--- src/hw/tcdm_pkg.sv ---
// Widths, vector types and the AMO opcode encoding of the TCDM bank
// Request, response and SRAM command structs shared by all blocks
package tcdm_pkg;

  // --------------------------------------------------
  // Sizes
  // --------------------------------------------------

  // Cores that can address the bank
  localparam int unsigned NumCores        = 16;
  // Bank depth the address width is derived from
  localparam int unsigned DefaultNumWords = 1024;

  localparam int unsigned DataWidth   = 32;
  localparam int unsigned BeWidth     = DataWidth / 8;
  localparam int unsigned AddrWidth   = $clog2(DefaultNumWords);
  localparam int unsigned CoreIdWidth = (NumCores > 1) ? $clog2(NumCores) : 1;
  localparam int unsigned TagWidth    = 4;

  // --------------------------------------------------
  // Vector types
  // --------------------------------------------------

  // Word address inside the bank
  typedef logic [AddrWidth-1:0]   addr_t;
  typedef logic [DataWidth-1:0]   data_t;
  typedef logic [BeWidth-1:0]     be_t;
  typedef logic [CoreIdWidth-1:0] core_id_t;
  // Transaction tag, echoed back unchanged
  typedef logic [TagWidth-1:0]    tag_t;

  // Atomic opcodes as carried on the interconnect
  typedef enum logic [3:0] {
    AmoNone = 4'h0,
    AmoSwap = 4'h1,
    AmoAdd  = 4'h2,
    AmoAnd  = 4'h3,
    AmoOr   = 4'h4,
    AmoXor  = 4'h5,
    AmoMax  = 4'h6,
    AmoMaxu = 4'h7,
    AmoMin  = 4'h8,
    AmoMinu = 4'h9,
    AmoLr   = 4'hA,
    AmoSc   = 4'hB
  } amo_op_e;

  // --------------------------------------------------
  // Bus structs
  // --------------------------------------------------

  // Metadata returned with every response
  typedef struct packed {
    core_id_t core_id;
    tag_t     tag;
  } tcdm_meta_t;

  typedef struct packed {
    addr_t      addr;
    amo_op_e    amo;
    logic       write;
    data_t      wdata;
    be_t        be;
    tcdm_meta_t meta;
  } tcdm_req_t;

  typedef struct packed {
    data_t      rdata;
    tcdm_meta_t meta;
  } tcdm_resp_t;

  // Command towards the single-port bank
  typedef struct packed {
    logic  req;
    logic  write;
    addr_t addr;
    data_t wdata;
    be_t   be;
  } sram_req_t;

endpackage

--- src/hw/amo_alu.sv ---
// Read-modify-write arithmetic for the atomic opcodes
// One 33-bit adder serves add and the max/min compares
`timescale 1ns/1ps

module amo_alu (
  input  tcdm_pkg::amo_op_e op_i,
  // Old memory value
  input  tcdm_pkg::data_t   operand_a_i,
  // Operand from the request
  input  tcdm_pkg::data_t   operand_b_i,
  output tcdm_pkg::data_t   result_o
);

  logic        is_signed;
  logic        is_cmp;
  logic [32:0] adder_a;
  logic [32:0] adder_b;
  logic [32:0] adder_sum;
  // Memory value is below the request operand
  logic        a_less;

  // --------------------------------------------------
  // Shared adder
  // --------------------------------------------------

  always_comb begin
    is_signed = op_i inside {tcdm_pkg::AmoMax, tcdm_pkg::AmoMin};
    is_cmp    = op_i inside {tcdm_pkg::AmoMax, tcdm_pkg::AmoMaxu,
                             tcdm_pkg::AmoMin, tcdm_pkg::AmoMinu};
    // Sign extend for signed compares, zero extend otherwise
    adder_a   = {is_signed & operand_a_i[31], operand_a_i};
    adder_b   = {is_signed & operand_b_i[31], operand_b_i};
    // Compare as a - b, carry in supplies the +1
    if (is_cmp) begin
      adder_b = ~adder_b;
    end
  end

  assign adder_sum = adder_a + adder_b + {32'd0, is_cmp};
  // Bit 32 is the sign of the difference in both cases
  assign a_less    = adder_sum[32];

  // --------------------------------------------------
  // Result select
  // --------------------------------------------------

  always_comb begin
    unique case (op_i)
      tcdm_pkg::AmoSwap: result_o = operand_b_i;
      tcdm_pkg::AmoAdd:  result_o = adder_sum[31:0];
      tcdm_pkg::AmoAnd:  result_o = operand_a_i & operand_b_i;
      tcdm_pkg::AmoOr:   result_o = operand_a_i | operand_b_i;
      tcdm_pkg::AmoXor:  result_o = operand_a_i ^ operand_b_i;
      tcdm_pkg::AmoMax,
      tcdm_pkg::AmoMaxu: result_o = a_less ? operand_b_i : operand_a_i;
      tcdm_pkg::AmoMin,
      tcdm_pkg::AmoMinu: result_o = a_less ? operand_a_i : operand_b_i;
      // Non-arithmetic opcodes leave the word as it was
      default:           result_o = operand_a_i;
    endcase
  end

endmodule

--- src/hw/lrsc_monitor.sv ---
// Single LR reservation for the bank
// Decides SC success and keeps the SC result for the response cycle
`timescale 1ns/1ps

module lrsc_monitor #(
  parameter bit LrScEnable = 1'b1
) (
  input  logic               clk_i,
  input  logic               rst_ni,
  // Request accepted this cycle
  input  logic               accept_i,
  input  tcdm_pkg::addr_t    addr_i,
  input  tcdm_pkg::amo_op_e  amo_i,
  input  logic               write_i,
  input  tcdm_pkg::core_id_t core_i,
  // SC in this cycle may write
  output logic               sc_success_o,
  // An SC was accepted in the previous cycle
  output logic               sc_pending_o,
  output logic               sc_fail_q_o
);

  typedef struct packed {
    logic               valid;
    tcdm_pkg::addr_t    addr;
    tcdm_pkg::core_id_t core;
  } resv_t;

  resv_t resv_d;
  resv_t resv_q;
  logic  modifies;
  logic  is_sc;

  // Plain stores and arithmetic atomics change memory
  assign modifies = (write_i && amo_i == tcdm_pkg::AmoNone) ||
                    !(amo_i inside {tcdm_pkg::AmoNone, tcdm_pkg::AmoLr, tcdm_pkg::AmoSc});
  assign is_sc    = amo_i == tcdm_pkg::AmoSc;

  always_comb begin
    resv_d       = resv_q;
    sc_success_o = 1'b0;
    if (accept_i) begin
      // New reservation only if free or already held by this core
      if (LrScEnable && amo_i == tcdm_pkg::AmoLr &&
          (!resv_q.valid || resv_q.core == core_i)) begin
        resv_d.valid = 1'b1;
        resv_d.addr  = addr_i;
        resv_d.core  = core_i;
      end
      // Another core writing the reserved word breaks the pair
      if (modifies && resv_q.core != core_i && resv_q.addr == addr_i) begin
        resv_d.valid = 1'b0;
      end
      // SC from the holder always consumes the reservation
      if (is_sc && resv_q.valid && resv_q.core == core_i) begin
        resv_d.valid = 1'b0;
        sc_success_o = LrScEnable && (resv_q.addr == addr_i);
      end
    end
  end

  always_ff @(posedge clk_i or negedge rst_ni) begin
    if (!rst_ni) begin
      resv_q       <= '0;
      sc_pending_o <= 1'b0;
      sc_fail_q_o  <= 1'b0;
    end else begin
      resv_q       <= resv_d;
      sc_pending_o <= accept_i && is_sc;
      sc_fail_q_o  <= !sc_success_o;
    end
  end

endmodule

--- src/hw/resp_buffer.sv ---
// Response buffer of the bank
// Two-entry metadata queue paired with a fall-through read data register
`timescale 1ns/1ps

module resp_buffer (
  input  logic                 clk_i,
  input  logic                 rst_ni,
  // Metadata arrives at request acceptance
  input  logic                 meta_push_i,
  input  tcdm_pkg::tcdm_meta_t meta_i,
  // Read data arrives one cycle later
  input  logic                 data_push_i,
  input  tcdm_pkg::data_t      data_i,
  // Room for another response
  output logic                 ready_o,
  output logic                 valid_o,
  input  logic                 ready_i,
  output tcdm_pkg::tcdm_resp_t resp_o
);

  tcdm_pkg::tcdm_meta_t meta_q [2];
  logic                 wr_ptr_q;
  logic                 rd_ptr_q;
  logic [1:0]           meta_cnt_q;
  tcdm_pkg::data_t      data_q;
  logic                 data_valid_q;
  logic                 data_avail;
  logic                 pop;

  // --------------------------------------------------
  // Output side
  // --------------------------------------------------

  // Data from the bank may pass straight through
  assign data_avail   = data_valid_q || data_push_i;
  assign valid_o      = (meta_cnt_q != 2'd0) && data_avail;
  assign pop          = valid_o && ready_i;
  assign ready_o      = meta_cnt_q != 2'd2;
  assign resp_o.meta  = meta_q[rd_ptr_q];
  assign resp_o.rdata = data_valid_q ? data_q : data_i;

  // --------------------------------------------------
  // Metadata queue
  // --------------------------------------------------

  always_ff @(posedge clk_i or negedge rst_ni) begin
    if (!rst_ni) begin
      wr_ptr_q   <= 1'b0;
      rd_ptr_q   <= 1'b0;
      meta_cnt_q <= 2'd0;
    end else begin
      if (meta_push_i) begin
        wr_ptr_q <= !wr_ptr_q;
      end
      if (pop) begin
        rd_ptr_q <= !rd_ptr_q;
      end
      // Count only moves when push and pop differ
      if (meta_push_i && !pop) begin
        meta_cnt_q <= meta_cnt_q + 2'd1;
      end else if (!meta_push_i && pop) begin
        meta_cnt_q <= meta_cnt_q - 2'd1;
      end
    end
  end

  always_ff @(posedge clk_i) begin
    if (meta_push_i) begin
      meta_q[wr_ptr_q] <= meta_i;
    end
  end

  // --------------------------------------------------
  // Read data register
  // --------------------------------------------------

  always_ff @(posedge clk_i or negedge rst_ni) begin
    if (!rst_ni) begin
      data_valid_q <= 1'b0;
    end else if (pop) begin
      // Held word leaves, a word pushed now stays behind it
      data_valid_q <= data_valid_q && data_push_i;
    end else if (data_push_i) begin
      data_valid_q <= 1'b1;
    end
  end

  // Capture unless the new word fell through in this cycle
  always_ff @(posedge clk_i) begin
    if (data_push_i && (data_valid_q || !pop)) begin
      data_q <= data_i;
    end
  end

endmodule

--- src/hw/tcdm_adapter.sv ---
// Request stage in front of one SRAM bank
// Accepts requests, runs AMOs as read-modify-write and handles LR/SC
// Responses return in order through the response buffer
`timescale 1ns/1ps

module tcdm_adapter #(
  // Extra register stage before AMO write-back
  parameter bit RegisterAmo = 1'b0,
  parameter bit LrScEnable  = 1'b1
) (
  input  logic                 clk_i,
  input  logic                 rst_ni,
  // Interconnect side
  input  logic                 in_valid_i,
  output logic                 in_ready_o,
  input  tcdm_pkg::tcdm_req_t  in_req_i,
  output logic                 in_valid_o,
  input  logic                 in_ready_i,
  output tcdm_pkg::tcdm_resp_t in_resp_o,
  // Bank side
  output tcdm_pkg::sram_req_t  sram_req_o,
  input  tcdm_pkg::data_t      sram_rdata_i
);

  typedef enum logic [1:0] {
    Idle,
    DoAmo,
    WriteBackAmo
  } state_e;

  state_e            state_d;
  state_e            state_q;
  logic              accept;
  logic              is_store;
  logic              is_amo;
  logic              load_amo;
  logic              wb_claim;
  logic              buf_ready;
  logic              data_push_q;
  logic              sc_success;
  logic              sc_pending;
  logic              sc_fail_q;
  tcdm_pkg::amo_op_e amo_op_q;
  tcdm_pkg::addr_t   addr_q;
  tcdm_pkg::data_t   operand_b_q;
  tcdm_pkg::data_t   amo_result;
  tcdm_pkg::data_t   amo_result_q;
  tcdm_pkg::data_t   wb_data;
  tcdm_pkg::data_t   resp_rdata;

  // --------------------------------------------------
  // Acceptance
  // --------------------------------------------------

  // Stall while an AMO owns the bank or a response waits
  assign in_ready_o = (state_q == Idle) && buf_ready && !(in_valid_o && !in_ready_i);
  assign accept     = in_valid_i && in_ready_o;
  assign is_store   = in_req_i.write && (in_req_i.amo == tcdm_pkg::AmoNone);
  assign is_amo     = !(in_req_i.amo inside {tcdm_pkg::AmoNone, tcdm_pkg::AmoLr,
                                             tcdm_pkg::AmoSc});
  assign load_amo   = accept && is_amo;

  // Write-back cycle of the AMO
  assign wb_claim = (state_q == DoAmo && !RegisterAmo) || (state_q == WriteBackAmo);
  assign wb_data  = RegisterAmo ? amo_result_q : amo_result;

  always_comb begin
    // Accepted requests go straight to the bank
    sram_req_o.req   = accept;
    sram_req_o.write = is_store || sc_success;
    sram_req_o.addr  = in_req_i.addr;
    sram_req_o.wdata = in_req_i.wdata;
    // SC stores the whole word
    sram_req_o.be    = sc_success ? '1 : in_req_i.be;
    if (wb_claim) begin
      sram_req_o.req   = 1'b1;
      sram_req_o.write = 1'b1;
      sram_req_o.addr  = addr_q;
      sram_req_o.wdata = wb_data;
      sram_req_o.be    = '1;
    end
  end

  // --------------------------------------------------
  // AMO FSM
  // --------------------------------------------------

  always_comb begin
    state_d = state_q;
    unique case (state_q)
      Idle:         state_d = load_amo ? DoAmo : Idle;
      // Old value is on the bank output here
      DoAmo:        state_d = RegisterAmo ? WriteBackAmo : Idle;
      WriteBackAmo: state_d = Idle;
      default:      state_d = Idle;
    endcase
  end

  always_ff @(posedge clk_i or negedge rst_ni) begin
    if (!rst_ni) begin
      state_q     <= Idle;
      data_push_q <= 1'b0;
    end else begin
      state_q     <= state_d;
      // Every non-store gets its read data one cycle later
      data_push_q <= accept && !is_store;
    end
  end

  always_ff @(posedge clk_i) begin
    if (load_amo) begin
      amo_op_q    <= in_req_i.amo;
      addr_q      <= in_req_i.addr;
      operand_b_q <= in_req_i.wdata;
    end
    if (state_q == DoAmo) begin
      amo_result_q <= amo_result;
    end
  end

  amo_alu i_amo_alu (
    .op_i        (amo_op_q),
    .operand_a_i (sram_rdata_i),
    .operand_b_i (operand_b_q),
    .result_o    (amo_result)
  );

  // --------------------------------------------------
  // LR/SC and response
  // --------------------------------------------------

  lrsc_monitor #(
    .LrScEnable (LrScEnable)
  ) i_lrsc_monitor (
    .clk_i        (clk_i),
    .rst_ni       (rst_ni),
    .accept_i     (accept),
    .addr_i       (in_req_i.addr),
    .amo_i        (in_req_i.amo),
    .write_i      (in_req_i.write),
    .core_i       (in_req_i.meta.core_id),
    .sc_success_o (sc_success),
    .sc_pending_o (sc_pending),
    .sc_fail_q_o  (sc_fail_q)
  );

  // SC answers 0 on success and 1 on failure
  assign resp_rdata = sc_pending ? tcdm_pkg::data_t'(sc_fail_q) : sram_rdata_i;

  resp_buffer i_resp_buffer (
    .clk_i       (clk_i),
    .rst_ni      (rst_ni),
    .meta_push_i (accept && !is_store),
    .meta_i      (in_req_i.meta),
    .data_push_i (data_push_q),
    .data_i      (resp_rdata),
    .ready_o     (buf_ready),
    .valid_o     (in_valid_o),
    .ready_i     (in_ready_i),
    .resp_o      (in_resp_o)
  );

endmodule

--- config.mk ---
export PLATFORM = sky130hd
export DESIGN_NAME = tcdm_adapter
export DESIGN_NICKNAME = d
export VERILOG_FILES = /design/src/hw/tcdm_pkg.sv /design/src/hw/amo_alu.sv /design/src/hw/lrsc_monitor.sv /design/src/hw/resp_buffer.sv /design/src/hw/tcdm_adapter.sv
export SDC_FILE = /design/constraint.sdc
export NUM_CORES = 1
export LEC_CHECK = 0
export BUFFER_PORTS_ARGS = -buffer_cell sky130_fd_sc_hd__buf_4
export CAP_MARGIN = 40
export CELL_PAD_IN_SITES_DETAIL_PLACEMENT = 1
export CELL_PAD_IN_SITES_GLOBAL_PLACEMENT = 1
export CORE_UTILIZATION = 43
export CTS_CLUSTER_DIAMETER = 60
export DETAILED_ROUTE_END_ITERATION = 10
export PLACE_DENSITY_LB_ADDON = 0.15
export SETUP_SLACK_MARGIN = 0.2
export SLEW_MARGIN = 20
export SYNTH_ARGS = -nofsm -noshare
export SYNTH_HDL_FRONTEND = slang
export SYNTH_SLANG_ARGS = --single-unit
--- constraint.sdc ---
create_clock -name clk_i -period 5.3 [get_ports clk_i]
set_input_delay 0.265 -clock clk_i [delete_from_list [all_inputs] [get_ports clk_i]]
set_output_delay 0.265 -clock clk_i [all_outputs]
set_load 0.005 [all_outputs]
==> metrics.txt <==
Pleak 5.13 nW; drt pass-1 iters 5; synth unique cells 67; Sw Share 0.434; Die Ht 150 µm; count leader, synth nand2_1; core region area 21200 µm²; Routed wire per std cell 21.3 µm; via density per instance 5.83; die width 150 µm; number of nets in the layout 1389; Combinational Power Share 0.560; FF-to-FF path depth 5; syn nets 1198; Root Buffer clkbuf_16; Reg clk slew, reported paths roughly 0.080 ns; post-detail-place hpwl 21500 µm; gr usage total 0.280; clock sinks 118; Final Hold Vio Count 0; synth top area cells edfxtp_1, ha_1, dfrtp_1; total gr overflow 0; Arr. time, crit path 4.80 ns; routed via count between 8000 and 9000; status completed; R2R Setup Slk 2.50 ns; setup violators final 0; TritonCTS clock tree yes; I/O pins approximately 190; Setup Skew between 0.01 and 0.015 ns; CTS Buf Count 17; Mean Syn Cell Area 9.34 µm²; YS warnings 0; Crit. End Element output pin; #FFs+latches synth ~120; WP data required 5.04 ns; Setup TNS 0 ns; Fmax 198 MHz; critical path endpoint sram_req_o[20]; Synth area leader edfxtp_1; H-tree levels 4; # rows 53; CP startpoint kind flip-flop; deepest clock path buffer count 2; Synth top area share 0.301; layout cells sized above 1 0.269; WS Path Type flip-flop to output pin; Worst Hold Slack 0.00629 ns; Area after DPL 11100 µm²; ANT cells 0; maximum number of pins on one net before global-route repair 66; gpl congestion 0.879; Routed Antenna Nets 0; Synth top cells by count nand2_1, ha_1, edfxtp_1, nor2_1, inv_1; Psw ~2.6 mW; initial antenna violation count 0; Initial Utilization 0.443; Top FF cell, synth edfxtp_1; Worst-Skew Late Latency 0.44 ns; Min-Delay Path Class primary input to flip-flop; port buffer count about 180; Slowest cell on crit path edfxtp_1; CP peak stage delay 0.48 ns; post-synthesis sequential area ratio 0.364; Critical Path, Cell by Cell or3b_4, nand2_8, buf_4, xnor2_1, ha_2, a21oi_4, o21ai_2, a221oi_2, o31ai_1, a41oi_2, xor2_2, buf_4, mux2i_4, buf_4, nand2_1, o22ai_1, a31oi_1, buf_4; Power Total 6.07 mW; slew margin rel. 0.442; peak supply drop 0.284 mV; Min Clock Period, post-route 5.06 ns; Power per Cell Area 507 nW/µm²; area of the die 22400 µm²; Seq pwr share 0.242; crit path max fanout 9; Int Power roughly 3.4 mW; Max Cap Viol 0; crit share post-route 0.955; EDFF count, synth 94; Finished Cell Area about 12000 µm²; first-pass GRT wire length 48300 µm; unrepaired setup endpoints after global routing false; Slew @ Worst Pin 0.834 ns; clock share of power 0.198; crit path from amo_op_q[3]; Post-route DRC 0; Total Wirelength 31700 µm; max-slew violations 0; cell area after synthesis roughly 9400 µm²; Initial DRC Count around 470; R2R Path Start state_q[0]; r2r endpoint i_lrsc_monitor.resv_q[12]; vias in the first global route ~8900; Mapped Cells about 1000; P&R area growth vs syn 27.5%; Synth async-reset ratio 0.203; CP most frequent cell buf_4
[worst max-delay path, delay by kind of cell (launching register included)]
| kind | cells | cell delay, ns |
|---|---|---|
| AO/OA/AOI/OAI | 7 | 1.32 |
| AND/OR/NAND/NOR | 3 | 0.77 |
| buffers and inverters | 4 | 0.75 |
| flip-flops | 1 | 0.48 |
| XOR/XNOR | 2 | 0.37 |
| adder cells (fa/ha/maj) | 1 | 0.36 |
| multiplexers | 1 | 0.32 |
[cell usage in the layout, fill, tap and decap left out, drive strengths merged, types with 5 or more instances in the layout]
cell type / count
a21o: 12
a21oi: 68
a221o: 11
a221oi: 36
a22oi: 6
a31oi: 10
and2: 5
buf: 220
clkbuf: 17
dfrtp: 24
edfxtp: 94
ha: 96
inv: 87
mux2: 33
nand2: 101
nand2b: 5
nand3: 12
nand4: 12
nor2: 94
nor3: 7
o2111ai: 9
o211ai: 13
o21a: 5
o21ai: 47
o21bai: 7
o22ai: 7
o31ai: 33
or2: 6
xnor2: 64
xor2: 15
[per-layer routing]
metal	part of all wire	up-vias	track usage
li1	-	4072	-
met3	0.057	59	0.0491
met2	0.48	279	0.471
met5	0	-	0
met4	0.025	0	0.106
met1	0.44	4243	0.359
[power groups by stage]
stage / sequential, mW / combinational (mW) / clock (mW)
finish: 1.47 / 3.40 / 1.20
global route: 1.50 / 3.69 / 1.25
CTS: 1.47 / 3.27 / 1.21
detailed placement: 1.49 / 3.17 / 0
global placement: 1.47 / 3.09 / 0
floorplan: 1.41 / 2.04 / 0
[logic make-up (layout without fill, tap and decap cells)]
family | Yosys count | in the layout | synth area share
AOI/OAI and AO/OA | 285 | 285 | 0.212
adders and majority gates | 97 | 97 | 0.130
and+or+nand+nor | 265 | 266 | 0.125
buffers and inverters | 127 | 330 | 0.0516
xor gates and xnor gates | 79 | 79 | 0.0745
muxes | 35 | 35 | 0.0421
DFF | 118 | 118 | 0.364
[worst min-delay path by stage]
| stage | cells past startpoint | slack (ns) | to | start |
|---|---|---|---|---|
| floorplan | 0 | -0.03 | data_push_q | rst_ni |
| global placement | 1 | 0.19 | i_lrsc_monitor.resv_q[6] | rst_ni |
| detailed placement | 1 | 0.19 | i_lrsc_monitor.resv_q[5] | rst_ni |
| CTS | 1 | 0.0002 | operand_b_q[11] | in_req_i[23] |
| global route | 1 | 0.0008 | i_resp_buffer.meta_q[1][1] | in_req_i[1] |
| finish | 1 | 0.006 | operand_b_q[11] | in_req_i[23] |
[sequential cells by signal (all words and copies together) (netlist names)]
signal and flops:
data_push_q 1, operand_b_q 32, i_lrsc_monitor.sc_fail_q_o 1, i_resp_buffer.rd_ptr_q 1, i_resp_buffer.data_q 32, i_resp_buffer.meta_q 16
state_q 1, i_lrsc_monitor.sc_pending_o 1, addr_q 10, i_resp_buffer.meta_cnt_q 2, i_lrsc_monitor.resv_q 15, i_resp_buffer.data_valid_q 1
amo_op_q 4, i_resp_buffer.wr_ptr_q 1
[metrics by stage]
stage           util  setup WS (ns)  instances
5_1_grt        0.564         0.0839       1485
3_5_place_dp   0.522          0.457       1431
2_1_floorplan      -          0.803       1006
3_3_place_gp   0.521          0.616       1430
4_1_cts        0.554          0.240       1471
6_report       0.564          0.239       1485
[repair_timing]
item,CTS,global route
hold buffers,2,0
hold endpoints to repair,25,0
endpoints found under the setup margin,22,28
gates cloned,0,1
gates resized for setup,5,13
buffers inserted,6,11
pin swaps,1,6
[final cells by class]
class,instances,area (µm²)
clock inverter,15,171
fill,2431,9250
clock buffer,17,425
multi-input combinational,762,5590
inverter,76,285
sequential,118,3430
timing repair buffer,222,1740
tap,275,344
No activity file was read; power rests on OpenSTA's default activity.
